File: config.mk
export PLATFORM = sky130hd
export DESIGN_NAME = pipe_top
export DESIGN_NICKNAME = d
export VERILOG_FILES = /design/src/pipe_pkg.sv /design/src/pipe_if.sv /design/src/pipe_top.sv /design/src/pipe_mprf.sv /design/src/pipe_lsu.sv /design/src/pipe_exu.sv /design/src/pipe_idu.sv /design/src/pipe_ifu.sv
export SDC_FILE = /design/constraint.sdc
export NUM_CORES = 2
export LEC_CHECK = 0
export BUFFER_PORTS_ARGS = -buffer_cell sky130_fd_sc_hd__buf_2
export CORE_MARGIN = 5
export CORE_UTILIZATION = 30
export CTS_CLUSTER_SIZE = 24
export DETAILED_ROUTE_END_ITERATION = 16
export GPL_TIMING_DRIVEN = 0
export HOLD_SLACK_MARGIN = 0.05
export PLACE_DENSITY = 0.45
export SYNTH_ARGS = -nofsm -noshare
export SYNTH_HDL_FRONTEND = slang
export SYNTH_SLANG_ARGS = --single-unit
File: constraint.sdc
create_clock -name clk -period 6.7 [get_ports clk]
set_input_delay 0.335 -clock clk [delete_from_list [all_inputs] [get_ports clk]]
set_output_delay 0.335 -clock clk [all_outputs]
set_load 0.1 [all_outputs]
File: src/pipe_pkg.sv
// Shared definitions of the RV32I subset core
// Data accesses are full words only, so no access width is carried
// Reset vector must be word aligned
package pipe_pkg;

localparam int XLEN        = 32;
localparam int MPRF_AWIDTH = 5;

localparam logic [XLEN-1:0] RST_VECTOR = 32'h0000_0200;

// ------------------------------------------------------------
// Major opcodes of the supported instructions
// ------------------------------------------------------------
localparam logic [6:0] OPC_LUI    = 7'b0110111;
localparam logic [6:0] OPC_OP_IMM = 7'b0010011;
localparam logic [6:0] OPC_OP     = 7'b0110011;
localparam logic [6:0] OPC_BRANCH = 7'b1100011;
localparam logic [6:0] OPC_JAL    = 7'b1101111;
localparam logic [6:0] OPC_LOAD   = 7'b0000011;
localparam logic [6:0] OPC_STORE  = 7'b0100011;

typedef enum logic {
    MEM_CMD_READ  = 1'b0,
    MEM_CMD_WRITE = 1'b1
} mem_cmd_e;

typedef enum logic [1:0] {
    MEM_RESP_IDLE = 2'b00,
    MEM_RESP_RDY  = 2'b01,
    MEM_RESP_ERR  = 2'b10
} mem_resp_e;

typedef enum logic [2:0] {
    ALU_ADD    = 3'd0,
    ALU_SUB    = 3'd1,
    ALU_AND    = 3'd2,
    ALU_OR     = 3'd3,
    ALU_XOR    = 3'd4,
    ALU_SLT    = 3'd5,
    ALU_PASS_B = 3'd6
} alu_op_e;

typedef enum logic [1:0] {
    EXC_NONE          = 2'd0,
    EXC_ILLEGAL_INSTR = 2'd1,
    EXC_FETCH_ERR     = 2'd2,
    EXC_DATA_ERR      = 2'd3
} exc_code_e;

// ------------------------------------------------------------
// Decoded command from IDU to EXU
// ------------------------------------------------------------
typedef struct packed {
    logic [MPRF_AWIDTH-1:0] rs1_addr;
    logic [MPRF_AWIDTH-1:0] rs2_addr;
    logic [MPRF_AWIDTH-1:0] rd_addr;
    logic [XLEN-1:0]        imm;
    alu_op_e                alu_op;
    logic                   imm_sel;    // Immediate as operand B
    logic                   rd_wr;
    logic                   load;
    logic                   store;
    logic                   branch;
    logic                   bne;        // Branch on not equal
    logic                   jump;
    logic                   illegal;
    logic                   fetch_err;
} exu_cmd_s;

endpackage : pipe_pkg
File: src/pipe_if.sv
`timescale 1ns/100ps
// Internal pipeline interfaces
// Register file reads are combinational, writes land at the clock edge

// IFU to IDU instruction stream, word passes when vd and rdy are high
interface ifu2idu_if;
    import pipe_pkg::*;

    logic            vd;
    logic [XLEN-1:0] instr;
    logic            imem_err;
    logic            rdy;

    modport source (output vd, instr, imem_err, input rdy);
    modport sink   (input vd, instr, imem_err, output rdy);
endinterface : ifu2idu_if

interface exu2mprf_if;
    import pipe_pkg::*;

    logic [MPRF_AWIDTH-1:0] rs1_addr;
    logic [XLEN-1:0]        rs1_data;
    logic [MPRF_AWIDTH-1:0] rs2_addr;
    logic [XLEN-1:0]        rs2_data;
    logic                   w_req;
    logic [MPRF_AWIDTH-1:0] rd_addr;
    logic [XLEN-1:0]        rd_data;

    modport master (output rs1_addr, rs2_addr, w_req, rd_addr, rd_data,
                    input  rs1_data, rs2_data);
    modport slave  (input  rs1_addr, rs2_addr, w_req, rd_addr, rd_data,
                    output rs1_data, rs2_data);
endinterface : exu2mprf_if

// req is held until done, rdata and err are valid with done
interface exu2lsu_if;
    import pipe_pkg::*;

    logic            req;
    mem_cmd_e        cmd;
    logic [XLEN-1:0] addr;
    logic [XLEN-1:0] wdata;
    logic            done;
    logic [XLEN-1:0] rdata;
    logic            err;

    modport master (output req, cmd, addr, wdata, input done, rdata, err);
    modport slave  (input req, cmd, addr, wdata, output done, rdata, err);
endinterface : exu2lsu_if

File: src/pipe_top.sv
`timescale 1ns/100ps
// Pipeline top of the RV32I subset core
// Each memory port allows one request in flight; the core halts on error
module pipe_top (
    input  logic                      clk,
    input  logic                      i_rst_n,

    // Instruction memory
    output logic                      o_imem_req,
    output pipe_pkg::mem_cmd_e        o_imem_cmd,
    output logic [pipe_pkg::XLEN-1:0] o_imem_addr,
    input  logic                      i_imem_req_ack,
    input  logic [pipe_pkg::XLEN-1:0] i_imem_rdata,
    input  pipe_pkg::mem_resp_e       i_imem_resp,

    // Data memory
    output logic                      o_dmem_req,
    output pipe_pkg::mem_cmd_e        o_dmem_cmd,
    output logic [pipe_pkg::XLEN-1:0] o_dmem_addr,
    output logic [pipe_pkg::XLEN-1:0] o_dmem_wdata,
    input  logic                      i_dmem_req_ack,
    input  logic [pipe_pkg::XLEN-1:0] i_dmem_rdata,
    input  pipe_pkg::mem_resp_e       i_dmem_resp,

    // Status
    output logic                      o_halted,
    output pipe_pkg::exc_code_e       o_exc_code,
    output logic                      o_ifu_busy,
    output logic                      o_exu_busy,
    output logic                      o_lsu_busy
);

import pipe_pkg::*;

logic            new_pc_req;
logic [XLEN-1:0] new_pc;
logic            stop_fetch;
logic            idu2exu_req;
exu_cmd_s        idu2exu_cmd;
logic            exu2idu_rdy;

ifu2idu_if  ifu2idu ();
exu2mprf_if exu2mprf ();
exu2lsu_if  exu2lsu ();

// ------------------------------------------------------------
// Pipeline units
// ------------------------------------------------------------
pipe_ifu i_pipe_ifu (
    .clk            (clk           ),
    .i_rst_n        (i_rst_n       ),
    .o_imem_req     (o_imem_req    ),
    .o_imem_cmd     (o_imem_cmd    ),
    .o_imem_addr    (o_imem_addr   ),
    .i_imem_req_ack (i_imem_req_ack),
    .i_imem_rdata   (i_imem_rdata  ),
    .i_imem_resp    (i_imem_resp   ),
    .i_new_pc_req   (new_pc_req    ),
    .i_new_pc       (new_pc        ),
    .i_stop_fetch   (stop_fetch    ),
    .ifu2idu        (ifu2idu       ),
    .o_ifu_busy     (o_ifu_busy    )
);

pipe_idu i_pipe_idu (
    .ifu2idu   (ifu2idu    ),
    .o_exu_req (idu2exu_req),
    .o_exu_cmd (idu2exu_cmd),
    .i_exu_rdy (exu2idu_rdy)
);

pipe_exu i_pipe_exu (
    .clk          (clk        ),
    .i_rst_n      (i_rst_n    ),
    .i_idu_req    (idu2exu_req),
    .i_idu_cmd    (idu2exu_cmd),
    .o_idu_rdy    (exu2idu_rdy),
    .exu2mprf     (exu2mprf   ),
    .exu2lsu      (exu2lsu    ),
    .o_new_pc_req (new_pc_req ),
    .o_new_pc     (new_pc     ),
    .o_stop_fetch (stop_fetch ),
    .o_halted     (o_halted   ),
    .o_exc_code   (o_exc_code ),
    .o_exu_busy   (o_exu_busy )
);

pipe_lsu i_pipe_lsu (
    .clk            (clk           ),
    .i_rst_n        (i_rst_n       ),
    .exu2lsu        (exu2lsu       ),
    .o_dmem_req     (o_dmem_req    ),
    .o_dmem_cmd     (o_dmem_cmd    ),
    .o_dmem_addr    (o_dmem_addr   ),
    .o_dmem_wdata   (o_dmem_wdata  ),
    .i_dmem_req_ack (i_dmem_req_ack),
    .i_dmem_rdata   (i_dmem_rdata  ),
    .i_dmem_resp    (i_dmem_resp   ),
    .o_lsu_busy     (o_lsu_busy    )
);

pipe_mprf i_pipe_mprf (
    .clk      (clk     ),
    .exu2mprf (exu2mprf)
);

endmodule : pipe_top

File: src/pipe_mprf.sv
`timescale 1ns/100ps
// Integer register file, x1..x31 in flops, x0 hardwired to zero
module pipe_mprf (
    input  logic      clk,
    exu2mprf_if.slave exu2mprf
);

import pipe_pkg::*;

logic [XLEN-1:0] mprf_int [1:(2**MPRF_AWIDTH)-1];

// Combinational reads
assign exu2mprf.rs1_data = (exu2mprf.rs1_addr == '0) ? '0 : mprf_int[exu2mprf.rs1_addr];
assign exu2mprf.rs2_data = (exu2mprf.rs2_addr == '0) ? '0 : mprf_int[exu2mprf.rs2_addr];

always_ff @(posedge clk) begin
    if (exu2mprf.w_req && exu2mprf.rd_addr != '0) begin
        mprf_int[exu2mprf.rd_addr] <= exu2mprf.rd_data;
    end
end

endmodule : pipe_mprf

File: src/pipe_lsu.sv
`timescale 1ns/100ps
// Load/store unit, one EXU access becomes one word transaction on dmem
// The EXU holds its request fields until done
module pipe_lsu (
    input  logic                      clk,
    input  logic                      i_rst_n,
    exu2lsu_if.slave                  exu2lsu,
    output logic                      o_dmem_req,
    output pipe_pkg::mem_cmd_e        o_dmem_cmd,
    output logic [pipe_pkg::XLEN-1:0] o_dmem_addr,
    output logic [pipe_pkg::XLEN-1:0] o_dmem_wdata,
    input  logic                      i_dmem_req_ack,
    input  logic [pipe_pkg::XLEN-1:0] i_dmem_rdata,
    input  pipe_pkg::mem_resp_e       i_dmem_resp,
    output logic                      o_lsu_busy
);

import pipe_pkg::*;

typedef enum logic [1:0] {
    LSU_IDLE,
    LSU_REQ,
    LSU_WAIT
} lsu_state_e;

lsu_state_e      state;
logic            resp_vld;
mem_cmd_e        cmd_r;
logic [XLEN-1:0] addr_r;
logic [XLEN-1:0] wdata_r;

assign resp_vld = (state == LSU_WAIT) & (i_dmem_resp != MEM_RESP_IDLE);

always_ff @(posedge clk) begin
    if (!i_rst_n) begin
        state <= LSU_IDLE;
    end else begin
        case (state)
            LSU_IDLE: if (exu2lsu.req)    state <= LSU_REQ;
            LSU_REQ:  if (i_dmem_req_ack) state <= LSU_WAIT;
            LSU_WAIT: if (resp_vld)       state <= LSU_IDLE;
            default:                      state <= LSU_IDLE;
        endcase
    end
end

always_ff @(posedge clk) begin
    if (state == LSU_IDLE && exu2lsu.req) begin
        cmd_r   <= exu2lsu.cmd;
        addr_r  <= exu2lsu.addr;
        wdata_r <= exu2lsu.wdata;
    end
end

assign o_dmem_req    = (state == LSU_REQ);
assign o_dmem_cmd    = cmd_r;
assign o_dmem_addr   = addr_r;
assign o_dmem_wdata  = wdata_r;
assign exu2lsu.done  = resp_vld;
assign exu2lsu.rdata = i_dmem_rdata;
assign exu2lsu.err   = resp_vld & (i_dmem_resp == MEM_RESP_ERR);
assign o_lsu_busy    = (state != LSU_IDLE);

a_no_stray_resp : assert property (@(posedge clk) disable iff (!i_rst_n)
    i_dmem_resp != MEM_RESP_IDLE |-> state == LSU_WAIT);

endmodule : pipe_lsu

File: src/pipe_exu.sv
`timescale 1ns/100ps
// Execution unit; ALU, LUI, branches and jumps retire in the accept cycle
// Loads and stores keep the command waiting in the IFU buffer until LSU done
// Halt is sticky until reset
module pipe_exu (
    input  logic                      clk,
    input  logic                      i_rst_n,
    input  logic                      i_idu_req,
    input  pipe_pkg::exu_cmd_s        i_idu_cmd,
    output logic                      o_idu_rdy,
    exu2mprf_if.master                exu2mprf,
    exu2lsu_if.master                 exu2lsu,
    output logic                      o_new_pc_req,
    output logic [pipe_pkg::XLEN-1:0] o_new_pc,
    output logic                      o_stop_fetch,
    output logic                      o_halted,
    output pipe_pkg::exc_code_e       o_exc_code,
    output logic                      o_exu_busy
);

import pipe_pkg::*;

logic [XLEN-1:0] pc;
logic            halted;
exc_code_e       exc_code;

logic            bad;           // Illegal or failed fetch
logic            mem_op;
logic            accept;
logic            taken;
logic [XLEN-1:0] op_a;
logic [XLEN-1:0] op_b;
logic [XLEN-1:0] alu_res;
logic [XLEN-1:0] pc_inc;
logic [XLEN-1:0] target;

assign bad       = i_idu_cmd.illegal | i_idu_cmd.fetch_err;
assign mem_op    = i_idu_req & ~bad & (i_idu_cmd.load | i_idu_cmd.store);
assign o_idu_rdy = ~halted & (~mem_op | exu2lsu.done);
assign accept    = i_idu_req & o_idu_rdy;

// ------------------------------------------------------------
// ALU
// ------------------------------------------------------------
assign exu2mprf.rs1_addr = i_idu_cmd.rs1_addr;
assign exu2mprf.rs2_addr = i_idu_cmd.rs2_addr;
assign op_a = exu2mprf.rs1_data;
assign op_b = i_idu_cmd.imm_sel ? i_idu_cmd.imm : exu2mprf.rs2_data;

always_comb begin
    case (i_idu_cmd.alu_op)
        ALU_SUB:    alu_res = op_a - op_b;
        ALU_AND:    alu_res = op_a & op_b;
        ALU_OR:     alu_res = op_a | op_b;
        ALU_XOR:    alu_res = op_a ^ op_b;
        ALU_SLT:    alu_res = {{(XLEN-1){1'b0}}, $signed(op_a) < $signed(op_b)};
        ALU_PASS_B: alu_res = op_b;     // LUI
        default:    alu_res = op_a + op_b;
    endcase
end

// ------------------------------------------------------------
// Branches, jumps and writeback
// ------------------------------------------------------------
assign taken  = i_idu_cmd.jump |
                (i_idu_cmd.branch & ((exu2mprf.rs1_data == exu2mprf.rs2_data) ^ i_idu_cmd.bne));
assign pc_inc = pc + XLEN'(4);
assign target = pc + i_idu_cmd.imm;

assign o_new_pc_req = accept & ~bad & taken;
assign o_new_pc     = target;

assign exu2mprf.w_req   = accept & ~bad & i_idu_cmd.rd_wr & ~exu2lsu.err;
assign exu2mprf.rd_addr = i_idu_cmd.rd_addr;
assign exu2mprf.rd_data = i_idu_cmd.jump ? pc_inc :         // Link address
                          i_idu_cmd.load ? exu2lsu.rdata : alu_res;

assign exu2lsu.req   = mem_op & ~halted;
assign exu2lsu.cmd   = i_idu_cmd.store ? MEM_CMD_WRITE : MEM_CMD_READ;
assign exu2lsu.addr  = alu_res;
assign exu2lsu.wdata = exu2mprf.rs2_data;

always_ff @(posedge clk) begin
    if (!i_rst_n) begin
        pc       <= RST_VECTOR;
        halted   <= 1'b0;
        exc_code <= EXC_NONE;
    end else if (accept) begin
        if (i_idu_cmd.fetch_err) begin
            halted   <= 1'b1;
            exc_code <= EXC_FETCH_ERR;
        end else if (i_idu_cmd.illegal) begin
            halted   <= 1'b1;
            exc_code <= EXC_ILLEGAL_INSTR;
        end else if (exu2lsu.err) begin
            halted   <= 1'b1;
            exc_code <= EXC_DATA_ERR;
        end else begin
            pc <= taken ? target : pc_inc;
        end
    end
end

assign o_stop_fetch = halted;
assign o_halted     = halted;
assign o_exc_code   = exc_code;
assign o_exu_busy   = exu2lsu.req;

a_no_redirect_halted : assert property (@(posedge clk) disable iff (!i_rst_n)
    halted |-> !o_new_pc_req && !exu2lsu.req);

endmodule : pipe_exu

File: src/pipe_idu.sv
`timescale 1ns/100ps
// Combinational decoder for the supported RV32I subset
// Anything outside LUI, ADDI, ADD/SUB/AND/OR/XOR/SLT, BEQ/BNE, JAL, LW, SW is illegal
module pipe_idu (
    ifu2idu_if.sink            ifu2idu,
    output logic               o_exu_req,
    output pipe_pkg::exu_cmd_s o_exu_cmd,
    input  logic               i_exu_rdy
);

import pipe_pkg::*;

logic [XLEN-1:0] instr;
logic [6:0]      opcode;
logic [2:0]      funct3;
logic [6:0]      funct7;
logic [XLEN-1:0] imm_i;
logic [XLEN-1:0] imm_s;
logic [XLEN-1:0] imm_b;
logic [XLEN-1:0] imm_j;
logic [XLEN-1:0] imm_u;
exu_cmd_s        cmd;

assign instr  = ifu2idu.instr;
assign opcode = instr[6:0];
assign funct3 = instr[14:12];
assign funct7 = instr[31:25];

// ------------------------------------------------------------
// Immediates
// ------------------------------------------------------------
assign imm_i = {{20{instr[31]}}, instr[31:20]};
assign imm_s = {{20{instr[31]}}, instr[31:25], instr[11:7]};
assign imm_b = {{19{instr[31]}}, instr[31], instr[7], instr[30:25], instr[11:8], 1'b0};
assign imm_j = {{11{instr[31]}}, instr[31], instr[19:12], instr[20], instr[30:21], 1'b0};
assign imm_u = {instr[31:12], 12'h000};

always_comb begin
    cmd           = '0;
    cmd.rs1_addr  = instr[19:15];
    cmd.rs2_addr  = instr[24:20];
    cmd.rd_addr   = instr[11:7];
    cmd.alu_op    = ALU_ADD;
    cmd.fetch_err = ifu2idu.imem_err;
    case (opcode)
        OPC_LUI: begin
            cmd.imm     = imm_u;
            cmd.imm_sel = 1'b1;
            cmd.alu_op  = ALU_PASS_B;
            cmd.rd_wr   = 1'b1;
        end
        OPC_OP_IMM: begin
            cmd.imm     = imm_i;
            cmd.imm_sel = 1'b1;
            cmd.rd_wr   = 1'b1;
            cmd.illegal = (funct3 != 3'b000);       // ADDI only
        end
        OPC_OP: begin
            cmd.rd_wr = 1'b1;
            case ({funct7, funct3})
                {7'h00, 3'b000}: cmd.alu_op = ALU_ADD;
                {7'h20, 3'b000}: cmd.alu_op = ALU_SUB;
                {7'h00, 3'b111}: cmd.alu_op = ALU_AND;
                {7'h00, 3'b110}: cmd.alu_op = ALU_OR;
                {7'h00, 3'b100}: cmd.alu_op = ALU_XOR;
                {7'h00, 3'b010}: cmd.alu_op = ALU_SLT;
                default:         cmd.illegal = 1'b1;
            endcase
        end
        OPC_BRANCH: begin
            cmd.imm     = imm_b;
            cmd.branch  = 1'b1;
            cmd.bne     = funct3[0];
            cmd.illegal = (funct3[2:1] != 2'b00);   // BEQ and BNE only
        end
        OPC_JAL: begin
            cmd.imm   = imm_j;
            cmd.jump  = 1'b1;
            cmd.rd_wr = 1'b1;
        end
        OPC_LOAD: begin
            cmd.imm     = imm_i;
            cmd.imm_sel = 1'b1;
            cmd.rd_wr   = 1'b1;
            cmd.load    = 1'b1;
            cmd.illegal = (funct3 != 3'b010);       // Word access only
        end
        OPC_STORE: begin
            cmd.imm     = imm_s;
            cmd.imm_sel = 1'b1;
            cmd.store   = 1'b1;
            cmd.illegal = (funct3 != 3'b010);
        end
        default: cmd.illegal = 1'b1;
    endcase
end

assign o_exu_req   = ifu2idu.vd;
assign o_exu_cmd   = cmd;
assign ifu2idu.rdy = i_exu_rdy;

endmodule : pipe_idu

File: src/pipe_ifu.sv
`timescale 1ns/100ps
// Fetch unit, one imem request in flight and a one-entry instruction buffer
// A new PC flushes the buffer; a response still in flight is dropped
module pipe_ifu (
    input  logic                      clk,
    input  logic                      i_rst_n,
    output logic                      o_imem_req,
    output pipe_pkg::mem_cmd_e        o_imem_cmd,
    output logic [pipe_pkg::XLEN-1:0] o_imem_addr,
    input  logic                      i_imem_req_ack,
    input  logic [pipe_pkg::XLEN-1:0] i_imem_rdata,
    input  pipe_pkg::mem_resp_e       i_imem_resp,
    input  logic                      i_new_pc_req,
    input  logic [pipe_pkg::XLEN-1:0] i_new_pc,
    input  logic                      i_stop_fetch,
    ifu2idu_if.source                 ifu2idu,
    output logic                      o_ifu_busy
);

import pipe_pkg::*;

logic            imem_req_r;        // Waiting for acknowledge
logic            wait_resp;         // Accepted, response pending
logic            discard;           // Pending response is stale
logic [XLEN-1:0] fetch_pc;          // Next address to request
logic [XLEN-1:0] req_addr;
logic            buf_vd;
logic [XLEN-1:0] buf_instr;
logic            buf_err;

logic            req_acked;
logic            resp_vld;
logic            buf_fill;
logic            buf_empty_nxt;
logic            issue;
logic [XLEN-1:0] pc_sel;

assign req_acked     = imem_req_r & i_imem_req_ack;
assign resp_vld      = wait_resp & (i_imem_resp != MEM_RESP_IDLE);
assign buf_fill      = resp_vld & ~discard;
assign buf_empty_nxt = i_new_pc_req | (~buf_fill & (~buf_vd | ifu2idu.rdy));
assign issue         = ~imem_req_r & (~wait_resp | resp_vld) & buf_empty_nxt & ~i_stop_fetch;
assign pc_sel        = i_new_pc_req ? i_new_pc : fetch_pc;

always_ff @(posedge clk) begin
    if (!i_rst_n) begin
        imem_req_r <= 1'b0;
        wait_resp  <= 1'b0;
        discard    <= 1'b0;
        buf_vd     <= 1'b0;
        fetch_pc   <= RST_VECTOR;
    end else begin
        if (issue) begin
            imem_req_r <= 1'b1;
        end else if (req_acked) begin
            imem_req_r <= 1'b0;
        end
        if (req_acked) begin
            wait_resp <= 1'b1;
        end else if (resp_vld) begin
            wait_resp <= 1'b0;
        end
        if (i_new_pc_req) begin
            discard <= imem_req_r | (wait_resp & ~resp_vld);   // Anything still in flight
        end else if (resp_vld) begin
            discard <= 1'b0;
        end
        if (i_new_pc_req) begin
            buf_vd <= 1'b0;
        end else if (buf_fill) begin
            buf_vd <= 1'b1;
        end else if (ifu2idu.rdy) begin
            buf_vd <= 1'b0;
        end
        if (issue) begin
            fetch_pc <= pc_sel + XLEN'(4);
        end else if (i_new_pc_req) begin
            fetch_pc <= i_new_pc;
        end
    end
end

always_ff @(posedge clk) begin
    if (issue) begin
        req_addr <= pc_sel;
    end
    if (buf_fill) begin
        buf_instr <= i_imem_rdata;
        buf_err   <= (i_imem_resp == MEM_RESP_ERR);    // ERR travels as a marked word
    end
end

assign o_imem_req       = imem_req_r;
assign o_imem_cmd       = MEM_CMD_READ;
assign o_imem_addr      = req_addr;
assign ifu2idu.vd       = buf_vd;
assign ifu2idu.instr    = buf_instr;
assign ifu2idu.imem_err = buf_err;
assign o_ifu_busy       = imem_req_r | wait_resp | buf_vd;

a_imem_addr_stable : assert property (@(posedge clk) disable iff (!i_rst_n)
    o_imem_req && !i_imem_req_ack |=> $stable(o_imem_addr));

endmodule : pipe_ifu

==> flow_summary.toml <==
[run_status]
status = "finished with violations"
violations = "max-capacitance violations, max-slew violations"

[critical_path]
cp_common_cell = "buf_6"
critPathMaxFanout = 24
cp-start-kind = "register"
arrival_ns = 7.22
worstSetupEndpointType = "register"
cp_slowest_cell = "a211oi_2"
path_buf_inv = 8
max_stage_delay_ns = 0.55
crit_family = "compound AO/OA/AOI/OAI gates"
critical_path_class = "register to register"
cp.required_ns = 7.23

[clocking]
cts-root-buf = "clkbuf_16"
path_clk_slew_ns = 0.06
clock_latency_ns = 0.83
clock_sinks = 1205
cts_tree = "done"
clockBufferDepth = 3
h-tree-depth = 4
cts_buffers = 141

[synth]
yosysTopAreaCellShare_pct = 52.60
synthTopCellsByArea = "edfxtp_1 53%, mux4_2 14%, mux2i_1 4.1%"
synth_nets = 4781
synth-seq-cells = 1205
ys_types = 93
ys.flop_type = "edfxtp_1"
synth-edff-count = 1122
syn_inst = 4549
synthArstFlopShare_pct = 0
syn_area_per_cell_um2 = 14.08
yosys.area.top_type = "edfxtp_1"
synth.cell_area_um2 = 64060
synth_top_cells_by_count = "1122 x edfxtp_1, 387 x mux4_2, 264 x mux2i_1"
yosysMostFrequentCell = "edfxtp_1"
yosys_warnings = 0
ys_seq_area_share_pct = 55.19

[die]
die_w_um = 472.1
die_h_um = 472.1
dieArea_um2 = 222900
core_region_area_um2 = 212300
start_util_pct = 30.17
core.rowCount = 169
num_io_pins = 178

[layout]
drive_gt1_share_pct = 29.15
fill_cells = 20260
nets = 5339
final_util_pct = 37.02
synthToLayoutAreaGrowth_pct = 22.69

[grt]
grt_pass1_vias = 45650
antenna_found_initial = 11
grt_use_total_pct = 26.41
grt_pass1_wl_mm = 403.2
grt_max_degree = 38
grt.overflow.total = 0

[place]
dp_hpwl_mm = 221.2
dp_slack_ns = -2.929
port_buffers = 176
routabilityCongestion = 0.9554

[min_path]
worst_hold_path_type = "input port to register"

[timing]
setup_viol = 0
setup_slack_ns = 0.007938
skew_ns = 0.05489
fmax_mhz = 149.4
min_period_ns = 6.692
hold_viol_final = 0
slew-limit-headroom_pct = -36.43
rsz0062_at_grt = "yes"
tightest_slew_ns = 2.031
report.final.slew_viol_count = 6
period_share_pct = 99.88

[drt]
drt-met1-wl_mm = 124.8
via_per_inst = 5.933
wl_per_cell_um = 37.75
dr.pass1.iters = 6
dr_wl_met3_mm = 29.10
wl_mm = 303.4
drtIter0Drc = 6384
highest_layer = "met4"
met2WireLength_mm = 132.1
num_vias = 47670
ant_nets = 0
drc_errors = 0

[run]
drv_cap = 3

[power]
powerDensity_nw_per_um2 = 271.3
ir_drop_mv = 0.3011
p_leak_uw = 0.02770
[registers in the layout, indices dropped and copies added, names as in the netlist, named ones only]
signal / count
i_pipe_exu.o_exc_code: 2
i_pipe_exu.o_halted: 1
i_pipe_exu.pc: 32
i_pipe_ifu.discard: 1
i_pipe_ifu.fetch_pc: 32
i_pipe_ifu.ifu2idu.imem_err: 1
i_pipe_ifu.ifu2idu.instr: 32
i_pipe_ifu.ifu2idu.vd: 1
i_pipe_ifu.o_imem_addr: 32
i_pipe_ifu.o_imem_req: 1
i_pipe_ifu.wait_resp: 1
i_pipe_lsu.o_dmem_addr: 32
i_pipe_lsu.o_dmem_cmd: 1
i_pipe_lsu.o_dmem_wdata: 32
i_pipe_lsu.state: 2
i_pipe_mprf.mprf_int: 992
[per-layer routing]
| layer | global-route usage, % | up-vias |
|---|---|---|
| met1 | 36.01 | 25090 |
| met2 | 39.82 | 2764 |
| li1 | - | 19310 |
| met4 | 13.26 | 0 |
| met3 | 5.721 | 513 |
| met5 | 0 | - |
[layout make-up]
class | instances | area [µm²] | area share (%)
diodes | 7 | 17.52 | 0.02229
plain buffers | 271 | 2357 | 2.999
clock buffers | 180 | 3759 | 4.782
clock inverters | 64 | 668.1 | 0.8501
inverters | 166 | 623.1 | 0.7928
multi-input cells | 2904 | 28260 | 35.96
flip-flops and latches | 1205 | 35350 | 44.98
well taps | 2821 | 3530 | 4.491
repair buffers | 418 | 4025 | 5.121
[cell families (layout without fill, tap and decap cells)]
group | after synthesis | count (layout) | share of synthesized area [%]
compound gates | 969 | 977 | 10.42
xor+xnor | 104 | 104 | 1.422
fa+ha+maj | 160 | 160 | 3.160
buf+inv | 448 | 1099 | 3.158
flops | 1205 | 1205 | 55.19
mux | 772 | 772 | 19.91
other cells | 1 | 8 | 0.005854
simple gates | 890 | 890 | 6.739
[layout by cell type (no fill, tap or decap), types with 54 or more instances in the layout]
cell / netlist / routed
edfxtp_1: 1122 / 1122
mux4_2: 387 / 387
mux2i_1: 264 / 252
nand2_1: 234 / 231
nor2_1: 245 / 208
buf_2: 72 / 190
a21oi_1: 203 / 182
inv_1: 166 / 164
ha_1: 157 / 155
clkbuf_16: 0 / 146
o21ai_0: 152 / 124
buf_4: 39 / 114
mux2_2: 109 / 109
clkbuf_1: 146 / 97
buf_12: 0 / 95
a22oi_1: 96 / 89
dfxtp_1: 83 / 83
buf_6: 11 / 76
xnor2_1: 70 / 70
o22ai_1: 69 / 64
nor3_1: 72 / 54
nand3_1: 66 / 54
[power breakdown]
part / internal [µW] / switching (µW)
clock: 4230 / 3340
combinational: 1520 / 3200
sequential: 9000 / 27.7
[worst min-delay path, cell delays in order]
cell and delay (ns):
buf_2 0.10, a22oi_1 0.11, o21ai_4 0.10, buf_12 0.18
[metrics by stage]
step / cells / total power (µW) / hold WS [ns] / setup TNS [ns] / cell area, µm²
finish: 8036 / 21320 / 0.1893 / 0 / 78590
global route: 8030 / 21850 / 0.1509 / -1.189 / 78580
floorplan: 4549 / 11240 / 0.4339 / 0 / 64060
global placement: 7546 / 12880 / 0.5050 / -7404.56 / 68470
CTS: 7996 / 21130 / 0.1129 / 0 / 77730
detailed placement: 7653 / 13110 / 0.5131 / -2071.35 / 70760
[what timing repair did]
| item | in CTS | in global routing |
|---|---|---|
| setup buffers | 61 | 31 |
| gates cloned | 7 | 2 |
| gates resized for setup | 443 | 130 |
| pin swaps | 47 | 21 |
| setup endpoints to repair | 1144 | 732 |
| hold buffers | 40 | 0 |
| endpoints found under the hold margin | 50 | 0 |
[final timing paths]
check	from	to	slack, ns	cells after the start
max	register	i_pipe_mprf.mprf_int[27][31]$_DFFE_PP_	0.008	26
min reg2reg	i_pipe_ifu.discard$_SDFFE_PN0P_	i_pipe_ifu.discard$_SDFFE_PN0P_	0.53	2
min	i_dmem_rdata[30]	i_pipe_mprf.mprf_int[2][30]$_DFFE_PP_	0.19	4
max reg2reg	register	i_pipe_mprf.mprf_int[27][31]$_DFFE_PP_	0.008	26
Note: power is estimated with default switching activity, not from simulation.
